File: config.mk
export PLATFORM = sky130hd
export DESIGN_NAME = arcade_ctrl_top
export DESIGN_NICKNAME = d
export VERILOG_FILES = /design/src/common/arcade_pkg.sv /design/src/common/core_settings_if.sv /design/src/design/arcade_ctrl_top.sv /design/src/design/coin_pulse.sv /design/src/design/core_settings_regs.sv /design/src/design/reset_stretch.sv /design/src/input_route/input_route.sv
export SDC_FILE = /design/constraint.sdc
export NUM_CORES = 1
export LEC_CHECK = 0
export BUFFER_PORTS_ARGS = -buffer_cell sky130_fd_sc_hd__buf_2
export CAP_MARGIN = 15
export CORE_MARGIN = 10
export CORE_UTILIZATION = 38
export CTS_CLUSTER_SIZE = 16
export DETAILED_ROUTE_END_ITERATION = 6
export PLACE_DENSITY = 0.8
export SLEW_MARGIN = 15
export SYNTH_ARGS = -nofsm -noshare
export SYNTH_HDL_FRONTEND = slang
export SYNTH_SLANG_ARGS = --single-unit
export TNS_END_PERCENT = 5
File: constraint.sdc
create_clock -name clk_74a -period 2.2 [get_ports clk_74a]
set_clock_uncertainty 0.1 [all_clocks]
set_input_delay 0.11 -clock clk_74a [delete_from_list [all_inputs] [get_ports clk_74a]]
set_output_delay 0.11 -clock clk_74a [all_outputs]
set_load 0.05 [all_outputs]
File: src/common/arcade_pkg.sv
// shared constants and types for the arcade control layer
// bridge map, field widths, key bitmap positions, thresholds and timing
// imported by every design module that needs one of them

package arcade_pkg;

    //////////////////////////////////////////////////////////////////////
    // bridge map
    //////////////////////////////////////////////////////////////////////
    localparam int ADDR_W = 32;
    localparam int DATA_W = 32;

    // exact-match register addresses
    localparam logic [ADDR_W-1:0] ADDR_LIVES       = 32'h2000_0000;
    localparam logic [ADDR_W-1:0] ADDR_DIFFICULTY  = 32'h3000_0000;
    localparam logic [ADDR_W-1:0] ADDR_BONUS       = 32'h4000_0000;
    localparam logic [ADDR_W-1:0] ADDR_DEMO_SOUNDS = 32'h5000_0000;
    localparam logic [ADDR_W-1:0] ADDR_ADAPTER_ENA = 32'hF200_0000;
    localparam logic [ADDR_W-1:0] ADDR_RESET       = 32'h8000_0000;
    localparam logic [ADDR_W-1:0] ADDR_ADAPTER_CFG = 32'hF700_0000;

    // dip fields
    localparam int LIVES_W      = 2;
    localparam int DIFFICULTY_W = 3;
    localparam int BONUS_W      = 3;
    localparam int DIP_W        = 16;

    //////////////////////////////////////////////////////////////////////
    // external controller adapter
    //////////////////////////////////////////////////////////////////////
    localparam int SNAC_TYPE_W = 5;
    localparam logic [SNAC_TYPE_W-1:0] SNAC_NONE     = 5'h00;
    localparam logic [SNAC_TYPE_W-1:0] SNAC_ANALOG_A = 5'h12;
    localparam logic [SNAC_TYPE_W-1:0] SNAC_ANALOG_B = 5'h13;

    localparam int ASSIGN_W = 2;
    typedef enum logic [ASSIGN_W-1:0] {
        ASSIGN_P1_P1   = 2'd0,
        ASSIGN_P1_P2   = 2'd1,
        ASSIGN_BOTH    = 2'd2,
        ASSIGN_SWAPPED = 2'd3
    } snac_assign_t;

    // config word layout, other bits read as zero
    localparam int CFG_TYPE_LSB   = 0;
    localparam int CFG_ASSIGN_LSB = 6;

    //////////////////////////////////////////////////////////////////////
    // controls
    //////////////////////////////////////////////////////////////////////
    localparam int KEY_W     = 16;
    localparam int KEY_UP    = 0;
    localparam int KEY_DOWN  = 1;
    localparam int KEY_LEFT  = 2;
    localparam int KEY_RIGHT = 3;
    localparam int KEY_FIRE  = 4;
    localparam int KEY_COIN  = 14;
    localparam int KEY_START = 15;

    // left stick, unsigned, idle near 0x80
    localparam int JOY_W       = 32;
    localparam int STICK_W     = 8;
    localparam int STICK_X_LSB = 0;
    localparam int STICK_Y_LSB = 8;
    localparam logic [STICK_W-1:0] STICK_LOW  = 8'h40;
    localparam logic [STICK_W-1:0] STICK_HIGH = 8'hC0;

    // up, down, left, right, fire, start, coin pulse
    localparam int GAME_CTRL_W = 7;

    // timing
    localparam int RESET_HOLD_CYCLES = 64;
    localparam int HOLD_CNT_W        = $clog2(RESET_HOLD_CYCLES);
    localparam int COIN_PULSE_LEN    = 16;
    localparam int COIN_CNT_W        = $clog2(COIN_PULSE_LEN);

    typedef enum logic {
        HOLD_IDLE,
        HOLD_ACTIVE
    } hold_state_t;

endpackage

File: src/common/core_settings_if.sv
// decoded core settings, from the register block to their users
// regs drives everything, route and hold see only what they need

`timescale 1ns/1ns

interface core_settings_if
    import arcade_pkg::*;
();

    // dip switch fields
    logic [LIVES_W-1:0]      lives;
    logic [DIFFICULTY_W-1:0] difficulty;
    logic [BONUS_W-1:0]      bonus;
    logic                    demo_sounds;

    // external controller adapter
    logic                    adapter_ena;
    logic [SNAC_TYPE_W-1:0]  snac_type;
    snac_assign_t            snac_assign;

    // flips on every write to the reset address
    logic                    reset_flag;

    modport regs (
        output lives, difficulty, bonus, demo_sounds,
        output adapter_ena, snac_type, snac_assign,
        output reset_flag
    );

    modport route (
        input adapter_ena, snac_type, snac_assign
    );

    modport hold (
        input reset_flag
    );

endinterface

File: src/design/arcade_ctrl_top.sv
// top of the game control and settings layer
// bridge registers, game reset stretcher, player 1 routing and coin pulse
// with all external connections as plain ports

`timescale 1ns/1ns

module arcade_ctrl_top
    import arcade_pkg::*;
(
    input  logic                   clk_74a,
    input  logic                   reset,
    // host bridge
    input  logic [ADDR_W-1:0]      bridge_addr,
    input  logic                   bridge_wr,
    input  logic [DATA_W-1:0]      bridge_wr_data,
    input  logic                   bridge_rd,
    output logic [DATA_W-1:0]      bridge_rd_data,
    // controllers
    input  logic [KEY_W-1:0]       cont1_key,
    input  logic [KEY_W-1:0]       snac_p1_btn,
    input  logic [KEY_W-1:0]       snac_p2_btn,
    input  logic [JOY_W-1:0]       snac_p1_joy,
    input  logic [JOY_W-1:0]       snac_p2_joy,
    // to the game
    output logic [GAME_CTRL_W-1:0] game_ctrl,
    output logic [DIP_W-1:0]       game_dips,
    output logic                   game_reset
);

    logic [KEY_W-1:0] p1_controls;
    logic             coin_pulse_out;
    logic [DIP_W-1:0] dip_word;

    core_settings_if settings_bus ();

    core_settings_regs core_settings_regs_inst (
        .clk_74a        (clk_74a),
        .reset          (reset),
        .bridge_addr    (bridge_addr),
        .bridge_wr      (bridge_wr),
        .bridge_wr_data (bridge_wr_data),
        .bridge_rd      (bridge_rd),
        .bridge_rd_data (bridge_rd_data),
        .settings       (settings_bus.regs)
    );

    reset_stretch reset_stretch_inst (
        .clk_74a    (clk_74a),
        .reset      (reset),
        .settings   (settings_bus.hold),
        .game_reset (game_reset)
    );

    input_route input_route_inst (
        .clk_74a     (clk_74a),
        .reset       (reset),
        .settings    (settings_bus.route),
        .cont1_key   (cont1_key),
        .snac_p1_btn (snac_p1_btn),
        .snac_p2_btn (snac_p2_btn),
        .snac_p1_joy (snac_p1_joy),
        .snac_p2_joy (snac_p2_joy),
        .p1_controls (p1_controls)
    );

    coin_pulse coin_pulse_inst (
        .clk_74a (clk_74a),
        .reset   (reset),
        .coin    (p1_controls[KEY_COIN]),
        .pulse   (coin_pulse_out)
    );

    //////////////////////////////////////////////////////////////////////
    // game side packing
    //////////////////////////////////////////////////////////////////////
    // game order, six unused bits between lives and difficulty
    assign dip_word = {settings_bus.demo_sounds, 1'b0, settings_bus.lives, 6'b0,
                       settings_bus.difficulty, settings_bus.bonus};

    // game expects the bytes swapped
    assign game_dips = {dip_word[DIP_W/2-1:0], dip_word[DIP_W-1:DIP_W/2]};

    assign game_ctrl = {p1_controls[KEY_UP], p1_controls[KEY_DOWN],
                        p1_controls[KEY_LEFT], p1_controls[KEY_RIGHT],
                        p1_controls[KEY_FIRE], p1_controls[KEY_START],
                        coin_pulse_out};

endmodule

File: src/design/coin_pulse.sv
// turns a coin button release into a pulse of fixed length
// input is ignored while a pulse runs

`timescale 1ns/1ns

module coin_pulse
    import arcade_pkg::*;
(
    input  logic clk_74a,
    input  logic reset,
    input  logic coin,
    output logic pulse
);

    logic                  coin_prev;
    logic [COIN_CNT_W-1:0] pulse_cnt;

    always_ff @(posedge clk_74a) begin
        if (reset) begin
            coin_prev <= 1'b0;
            pulse     <= 1'b0;
            pulse_cnt <= '0;
        end else begin
            // tracked always, so a release inside a pulse is dropped
            coin_prev <= coin;
            if (pulse) begin
                if (pulse_cnt == '0) begin
                    pulse <= 1'b0;
                end else begin
                    pulse_cnt <= pulse_cnt - 1'b1;
                end
            end else if (coin_prev && !coin) begin
                // release seen
                pulse     <= 1'b1;
                pulse_cnt <= COIN_CNT_W'(COIN_PULSE_LEN - 1);
            end
        end
    end

endmodule

File: src/design/core_settings_regs.sv
// host bridge register block for the core settings
// decodes single-cycle writes into settings fields and answers
// config word reads one cycle after the read strobe

`timescale 1ns/1ns

module core_settings_regs
    import arcade_pkg::*;
(
    input  logic              clk_74a,
    input  logic              reset,
    input  logic [ADDR_W-1:0] bridge_addr,
    input  logic              bridge_wr,
    input  logic [DATA_W-1:0] bridge_wr_data,
    input  logic              bridge_rd,
    output logic [DATA_W-1:0] bridge_rd_data,
    core_settings_if.regs     settings
);

    // packed config word for read back
    logic [DATA_W-1:0] cfg_word;

    always_comb begin
        cfg_word = '0;
        cfg_word[CFG_TYPE_LSB +: SNAC_TYPE_W] = settings.snac_type;
        cfg_word[CFG_ASSIGN_LSB +: ASSIGN_W]  = settings.snac_assign;
    end

    //////////////////////////////////////////////////////////////////////
    // write decode
    //////////////////////////////////////////////////////////////////////
    always_ff @(posedge clk_74a) begin
        if (reset) begin
            settings.lives       <= '0;
            settings.difficulty  <= '0;
            settings.bonus       <= '0;
            settings.demo_sounds <= 1'b0;
            settings.adapter_ena <= 1'b0;
            settings.snac_type   <= SNAC_NONE;
            settings.snac_assign <= ASSIGN_P1_P1;
            settings.reset_flag  <= 1'b0;
        end else if (bridge_wr) begin
            // exact match only, unknown addresses fall through
            case (bridge_addr)
                ADDR_LIVES:       settings.lives       <= bridge_wr_data[LIVES_W-1:0];
                ADDR_DIFFICULTY:  settings.difficulty  <= bridge_wr_data[DIFFICULTY_W-1:0];
                ADDR_BONUS:       settings.bonus       <= bridge_wr_data[BONUS_W-1:0];
                ADDR_DEMO_SOUNDS: settings.demo_sounds <= bridge_wr_data[0];
                ADDR_ADAPTER_ENA: settings.adapter_ena <= bridge_wr_data[0];
                ADDR_ADAPTER_CFG: begin
                    settings.snac_type <= bridge_wr_data[CFG_TYPE_LSB +: SNAC_TYPE_W];
                    settings.snac_assign <=
                        snac_assign_t'(bridge_wr_data[CFG_ASSIGN_LSB +: ASSIGN_W]);
                end
                // data ignored, the write itself is the event
                ADDR_RESET:       settings.reset_flag  <= ~settings.reset_flag;
                default: ;
            endcase
        end
    end

    //////////////////////////////////////////////////////////////////////
    // read back
    //////////////////////////////////////////////////////////////////////
    // holds until the next read strobe
    always_ff @(posedge clk_74a) begin
        if (reset) begin
            bridge_rd_data <= '0;
        end else if (bridge_rd) begin
            if (bridge_addr == ADDR_ADAPTER_CFG) begin
                bridge_rd_data <= cfg_word;
            end else begin
                bridge_rd_data <= '0;
            end
        end
    end

endmodule

File: src/design/reset_stretch.sv
// stretches each reset flag toggle into a game reset of fixed length
// toggles inside a hold are absorbed, system reset is ORed in

`timescale 1ns/1ns

module reset_stretch
    import arcade_pkg::*;
(
    input  logic          clk_74a,
    input  logic          reset,
    core_settings_if.hold settings,
    output logic          game_reset
);

    logic                  flag_prev;
    hold_state_t           state;
    logic [HOLD_CNT_W-1:0] hold_cnt;

    always_ff @(posedge clk_74a) begin
        if (reset) begin
            flag_prev <= 1'b0;
            state     <= HOLD_IDLE;
            hold_cnt  <= '0;
        end else begin
            // follow the level every cycle so a toggle never fires late
            flag_prev <= settings.reset_flag;
            case (state)
                HOLD_IDLE: begin
                    if (settings.reset_flag != flag_prev) begin
                        state    <= HOLD_ACTIVE;
                        hold_cnt <= HOLD_CNT_W'(RESET_HOLD_CYCLES - 1);
                    end
                end
                HOLD_ACTIVE: begin
                    if (hold_cnt == '0) begin
                        state <= HOLD_IDLE;
                    end else begin
                        hold_cnt <= hold_cnt - 1'b1;
                    end
                end
                default: state <= HOLD_IDLE;
            endcase
        end
    end

    assign game_reset = reset | (state == HOLD_ACTIVE);

endmodule

File: src/input_route/input_route.sv
// player 1 control source select
// picks the handheld pad or an external adapter pad from the adapter
// settings, reduces analog sticks to a digital pad, registers the result

`timescale 1ns/1ns

module input_route
    import arcade_pkg::*;
(
    input  logic             clk_74a,
    input  logic             reset,
    core_settings_if.route   settings,
    input  logic [KEY_W-1:0] cont1_key,
    input  logic [KEY_W-1:0] snac_p1_btn,
    input  logic [KEY_W-1:0] snac_p2_btn,
    input  logic [JOY_W-1:0] snac_p1_joy,
    input  logic [JOY_W-1:0] snac_p2_joy,
    output logic [KEY_W-1:0] p1_controls
);

    logic             is_analog;
    logic             use_adapter;
    logic [KEY_W-1:0] ext_p1;
    logic [KEY_W-1:0] ext_p2;
    logic [KEY_W-1:0] next_controls;

    // overrides the dpad bits with stick tests on analog pads
    function automatic logic [KEY_W-1:0] apply_stick(
        input logic [KEY_W-1:0] btn,
        input logic [JOY_W-1:0] joy,
        input logic             analog
    );
        logic [STICK_W-1:0] stick_x;
        logic [STICK_W-1:0] stick_y;
        logic [KEY_W-1:0]   keys;
        stick_x = joy[STICK_X_LSB +: STICK_W];
        stick_y = joy[STICK_Y_LSB +: STICK_W];
        keys    = btn;
        if (analog) begin
            // low y is up, low x is left
            keys[KEY_UP]    = (stick_y < STICK_LOW);
            keys[KEY_DOWN]  = (stick_y > STICK_HIGH);
            keys[KEY_LEFT]  = (stick_x < STICK_LOW);
            keys[KEY_RIGHT] = (stick_x > STICK_HIGH);
        end
        return keys;
    endfunction

    assign is_analog = (settings.snac_type == SNAC_ANALOG_A) ||
                       (settings.snac_type == SNAC_ANALOG_B);

    // type none behaves like a disabled adapter
    assign use_adapter = settings.adapter_ena && (settings.snac_type != SNAC_NONE);

    assign ext_p1 = apply_stick(snac_p1_btn, snac_p1_joy, is_analog);
    assign ext_p2 = apply_stick(snac_p2_btn, snac_p2_joy, is_analog);

    //////////////////////////////////////////////////////////////////////
    // source select
    //////////////////////////////////////////////////////////////////////
    always_comb begin
        next_controls = cont1_key;
        if (use_adapter) begin
            case (settings.snac_assign)
                ASSIGN_P1_P1,
                ASSIGN_BOTH:    next_controls = ext_p1;
                // external pad goes to player 2, p1 stays on the handheld
                ASSIGN_P1_P2:   next_controls = cont1_key;
                ASSIGN_SWAPPED: next_controls = ext_p2;
                default:        next_controls = cont1_key;
            endcase
        end
    end

    // one cycle latency from inputs and settings
    always_ff @(posedge clk_74a) begin
        if (reset) begin
            p1_controls <= '0;
        end else begin
            p1_controls <= next_controls;
        end
    end

endmodule

==> results.md, run 1 <==
* DP Cell Count at 487
* Final std cells w/o fill at 503
* Fin. max-slew vios at 0
* Clk sink count at 46
* Via/cell ratio at 4.93
* Layout cells sized above 1 at 0.348
* Pint at 0.00130 W
* Pwr Total at 0.00183 W
* Die width at 103 um
* H-Tree Level Count at 2
* Setup Viol. Count Final at 0
* Mapped Cells at 296
* Largest net degree at the start of global routing at 37
* Clock Latency Late Sink at 300 ps
* Maximum root-to-sink buffer count at 2
* Initial antenna violation count at 0
* Row cnt at 30
* Setup_tns at 0 ps
* Core footprint at 0.00676 mm2
* Clk slew on worst S/H paths at 90 ps
* CP required at 2290 ps
* Maxcap violations at 0
* Worst min-delay path class: in -> reg
* CTS Buf Count at 5
* Startpoint Class: flop
* Worst-path maximum fanout at 5
* Gpl congestion at 0.850
* DP Wirelength at 6150 um
* Status: complete, no violations
* Synth async-reset ratio at 0
* Root Driver: clkbuf_8
* Slew @ Worst Pin at 523 ps
* #FFs+latches synth at 46
* Post-synth top flop: dfxtp_1
* Critical path class: reg -> reg
* First-pass DRT Iterations at 4
* Fin crit share at 0.848
* Post-synth EDFFs at 0
* Final net count at 605
* First-pass GRT wire length at 11300 um
* DRT Wirelength at 7390 um
* FMAX at 0.536 GHz
* Logic pwr share at 0.186
* Finished Core Util at 0.498
* Area grow syn2layout at 28.7%
* Post-Syn Area at 0.00262 mm2
* TritonCTS clock tree: done
* Worst VDD drop at 407 uV
* Hold Fails Final Rpt at 0
* Gr usage total at 0.130
* Yosys warnings at 0
* Cell Pwr Density at 543 mW/mm2
* Minimum clock period at 1860 ps
* Initial Util at 0.387
* DRT antenna net count at 0
* CP Capture Type: flop
* Sw power at 0.000528 W
* Yosys cell types at 49
* Setup WS post-layout at 335 ps
* Share of power burned in registers at 0.466
* Place WS at 95.0 ps
* Register area share after synthesis at 0.352
* Inserted Diodes at 0
* RSZ-0062 raised after global routing: no
* Remaining Overflow, GRT at 0
* Num ports at 236
* Slew headroom at 0.649
* Pleak at 1.60 nW
* PortBufs at 119
* Clock power frac at 0.349
* Number of remaining DRC errors at 0
* Detailed-route via count at 2478
* Number of global-route vias before repair at 2477
* Die footprint at 0.0106 mm2
* CP arrival at 1960 ps
* DRC marker count from the first detailed-route iteration at 74
* Fillers at 640
* Avg Inst Size Synth at 8.83 um2
* Switching Share at 0.289
* WL per Instance at 14.7 um
* DIE HEIGHT at 103 um
layer usage:
metal	wire (um)	track usage
met1	2880	0.138
met2	4080	0.247
met3	353	0.0349
met4	81	0.0267
met5	0	0
Yosys cell counts (all sizes together), types with 2 or more instances:
master / n / area [um2]
buf: 35 / 260
nand4: 6 / 37.5
nand3: 4 / 20.0
or2: 2 / 12.5
or3: 2 / 17.5
nor2: 23 / 86.3
o21ai: 4 / 20.0
a21oi: 8 / 40.0
nor3b: 4 / 30.0
a311oi: 5 / 43.8
nor3: 10 / 50.1
and3: 4 / 25.0
mux2i: 21 / 210
o211ai: 3 / 22.5
clkbuf: 12 / 55.1
a22o: 10 / 87.6
nand2: 7 / 26.3
dfxtp: 46 / 921
inv: 5 / 18.8
a211oi: 8 / 60.1
or4b: 3 / 33.8
o22ai: 5 / 31.3
nor4: 8 / 50.1
ha: 3 / 37.5
nand2b: 29 / 181
or4: 5 / 37.5
or2b: 4 / 35.0
nor2b: 4 / 25.0
power by group through the flow:
| stage | Clock (W) | Combinational (W) | Sequential [W] |
|---|---|---|---|
| after floorplan | 0 | 0.000242 | 0.000890 |
| after global placement | 0 | 0.000319 | 0.000870 |
| after detailed placement | 0 | 0.000325 | 0.000870 |
| after CTS | 0.000653 | 0.000337 | 0.000850 |
| after global routing | 0.000687 | 0.000365 | 0.000852 |
| final | 0.000637 | 0.000339 | 0.000850 |
worst paths after layout:
kind / endpoint / startpoint / slack (ps) / cells past startpoint
setup / recovery: input_route_inst.p1_controls[2] / core_settings_regs_inst.settings.snac_type[2] / 340 / 4
hold / removal: input_route_inst.p1_controls[14] / cont1_key[14] / 60 / 3
setup reg to reg: input_route_inst.p1_controls[2] / core_settings_regs_inst.settings.snac_type[2] / 340 / 4
hold reg to reg: coin_pulse_inst.coin_prev / input_route_inst.p1_controls[14] / 370 / 1
cells by family after synthesis:
logic type                 Yosys count  share of synthesized area
xor gates and xnor gates             1                    0.00335
DFF                                 46                      0.352
buffers and inverters               52                      0.128
adders and majority gates            3                     0.0144
other                                1                    0.00143
muxes                               22                     0.0847
and+or+nand+nor                    122                      0.280
AOI/OAI and AO/OA                   49                      0.136
through the flow:
| stage | hold WS, ps | instance area [um2] |
|---|---|---|
| final | 58.7 | 3360 |
| after CTS | 52.7 | 3360 |
| after global routing | 70.8 | 3360 |
| after floorplan | 136 | 2730 |
| after detailed placement | 233 | 3170 |
| after global placement | 227 | 3170 |
sequential cells by signal, indices dropped and copies added (netlist names):
signal                                        cells
coin_pulse_inst.coin_prev                         1
coin_pulse_inst.pulse                             1
coin_pulse_inst.pulse_cnt                         4
core_settings_regs_inst.bridge_rd_data            7
core_settings_regs_inst.settings.adapter_ena      1
core_settings_regs_inst.settings.bonus            3
core_settings_regs_inst.settings.demo_sounds      1
core_settings_regs_inst.settings.difficulty       3
core_settings_regs_inst.settings.lives            2
core_settings_regs_inst.settings.reset_flag       1
core_settings_regs_inst.settings.snac_assign      2
core_settings_regs_inst.settings.snac_type        5
input_route_inst.p1_controls                      7
reset_stretch_inst.flag_prev                      1
reset_stretch_inst.hold_cnt                       6
reset_stretch_inst.state                          1
cell usage in the layout, fill, tap and decap left out, drive strengths merged, types with 7 or more instances in the layout:
cell / instances
a21oi: 8
mux2i: 21
a211oi: 8
nor4: 8
nand2: 7
dfxtp: 46
nor3: 10
a22o: 10
dlygate4sd3: 8
buf: 127
nor2: 23
conb: 32
nand2b: 29
layout make-up:
type / instances / area (um2) / share of cell area
inverter: 5 / 18.8 / 0.00558
sequential: 46 / 921 / 0.274
clock inverter: 3 / 43.8 / 0.0130
multi-input combinational: 229 / 1480 / 0.439
tap: 80 / 100 / 0.0298
clock buffer: 5 / 68.8 / 0.0205
timing repair buffer: 135 / 736 / 0.219
repair_timing:
| item | CTS | global route |
|---|---|---|
| hold endpoints to repair | 8 | 0 |
| hold buffers | 8 | 0 |
| endpoints found under the setup margin | 0 | 1 |
| resized for setup | 0 | 1 |
| buffers inserted | 0 | 0 |
worst max-delay path, stage by stage (launching register included):
cell	delay [ps]
dfxtp_1	360
or4_1	610
o21ai_1	320
nor2_1	120
a22o_1	240
Power figures use the tool's default switching activity.
==> inputs of run 2 (changes only) <==
Settings changed: CORE_UTILIZATION 38 to 34, PLACE_DENSITY 0.8 to 0.75.
Clock period 2.2 ns to 1.65 ns, I/O delays scaled along.
==> run 2 against run 1 <==
- the flow now finishes with violations (setup timing)
- clock power grew 32%
- combinational power grew 39%
- maximum frequency grew 10%
- die area grew 9.4%
- count of clock-buffer cells in the layout grew 1
- setup slack lost 380 ps
- critical path type unchanged
- critical endpoint is now input_route_inst.p1_controls[0]
==> results.md, run 2 (synthesis gave the netlist of run 1 again) <==
* Maximum root-to-sink buffer count at 2
* Critical path class: reg -> reg
* Core footprint at 0.00737 mm2
* PortBufs at 119
* Layout cells sized above 1 at 0.412
* Root Driver: clkbuf_8
* Number of global-route vias before repair at 2699
* Initial antenna violation count at 0
* Gr usage total at 0.129
* FMAX at 0.592 GHz
* Clock Latency Late Sink at 290 ps
* Slew @ Worst Pin at 513 ps
* Biggest regs: core_settings_regs_inst.bridge_rd_data: 7 flops, input_route_inst.p1_controls: 7 flops, reset_stretch_inst.hold_cnt: 6 flops
* DIE HEIGHT at 108 um
* Via/cell ratio at 4.81
* Clk sink count at 46
* Maxcap violations at 0
* Most common cell after layout, fill and taps aside: buf_2
* Row cnt at 31
* Slew headroom at 0.657
* Commonest cells after routing, fill and taps aside: buf_2, dfxtp_1, conb_1
* Startpoint Class: flop
* Minimum clock period at 1690 ps
* Num ports at 236
* Fin crit share at 1.02
* Final net count at 620
* First-pass DRT Iterations at 4
* Die width at 108 um
* Gpl congestion at 0.810
* CP arrival at 1820 ps
* Setup Viol. Count Final at 9
* DRT antenna net count at 0
* DRT Wirelength at 8000 um
* RSZ-0062 raised after global routing: yes
* Die footprint at 0.0116 mm2
* TritonCTS clock tree: done
* Worst min-delay path class: in -> reg
* Clk slew on worst S/H paths at 80 ps
* Largest net degree at the start of global routing at 48
* CP Capture Type: flop
* Number of remaining DRC errors at 0
* Initial Util at 0.355
* Failing checks: setup timing
* Final hold slack at 28.8 ps
* Area grow syn2layout at 38.1%
* Cell Pwr Density at 677 mW/mm2
* Worst-path maximum fanout at 6
* DRC marker count from the first detailed-route iteration at 105
* CTS Buf Count at 5
* Fin. max-slew vios at 0
* Fillers at 737
* Remaining Overflow, GRT at 0
* First-pass GRT wire length at 12500 um
* Pleak at 1.70 nW
* H-Tree Level Count at 2
* Inserted Diodes at 0
* WL per Instance at 14.9 um
* Pwr Total at 0.00245 W
* Hold Fails Final Rpt at 0
* DP Wirelength at 6630 um
* Worst VDD drop at 361 uV
* Status: finished, violations left
* Place WS at -390 ps
* Detailed-route via count at 2579
* Setup WS post-layout at -40.1 ps
* CP required at 1780 ps
[run 2: worst max-delay path, stage by stage (launching register included)]
cell,delay [ps]
dfxtp_2,330
or4_4,560
o21a_2,270
a21oi_2,200
a22o_1,170
[run 2: path summary, 6_finish.rpt]
| kind | start | end | slack (ps) | cells after the start |
|---|---|---|---|---|
| max reg2reg | core_settings_regs_inst.settings.snac_type[3] | input_route_inst.p1_controls[0] | -40 | 4 |
| max | core_settings_regs_inst.settings.snac_type[3] | input_route_inst.p1_controls[0] | -40 | 4 |
| min | cont1_key[15] | input_route_inst.p1_controls[15] | 30 | 3 |
| min reg2reg | input_route_inst.p1_controls[14] | coin_pulse_inst.coin_prev | 380 | 1 |
[run 2: timing repair]
item                                    CTS  global route
endpoints found under the setup margin   10            19
resized for setup                        18            10
setup buffers                             0             0
pin swaps                                12             2
hold buffers                              8             0
hold endpoints to repair                  8             0
[run 2: where the power goes]
| group | leakage [nW] | total, W | internal (W) | switching [W] |
|---|---|---|---|---|
| combinational | 1.27 | 0.000472 | 0.000160 | 0.000312 |
| sequential | 0.375 | 0.00113 | 0.00113 | 0.00000726 |
| clock | 0.0573 | 0.000841 | 0.000485 | 0.000356 |
[run 2: area by class of cell]
cell class | instances | area, um2 | share of cell area
Timing Repair Buffer | 150 | 872 | 0.241
Sequential cell | 46 | 926 | 0.256
Multi-Input combinational cell | 229 | 1560 | 0.432
Clock inverter | 1 | 30.0 | 0.00831
Clock buffer | 6 | 82.6 | 0.0229
Tap cell | 99 | 124 | 0.0343
Inverter | 5 | 18.8 | 0.00520
[run 2: through the flow]
| step | instances | setup TNS [ps] | utilization | instance area [um2] |
|---|---|---|---|---|
| floorplan | 327 | -2730 | - | 2730 |
| global placement | 521 | -2820 | 0.451 | 3320 |
| detailed placement | 521 | -2960 | 0.451 | 3320 |
| CTS | 536 | -69.8 | 0.484 | 3570 |
| global route | 536 | -835 | 0.490 | 3610 |
| finish | 536 | -262 | 0.490 | 3610 |
[run 2: layer usage]
metal / track usage / wire length (um)
met1: 0.139 / 3090
met2: 0.242 / 4390
met3: 0.0353 / 434
met4: 0.0324 / 86
met5: 0 / 0
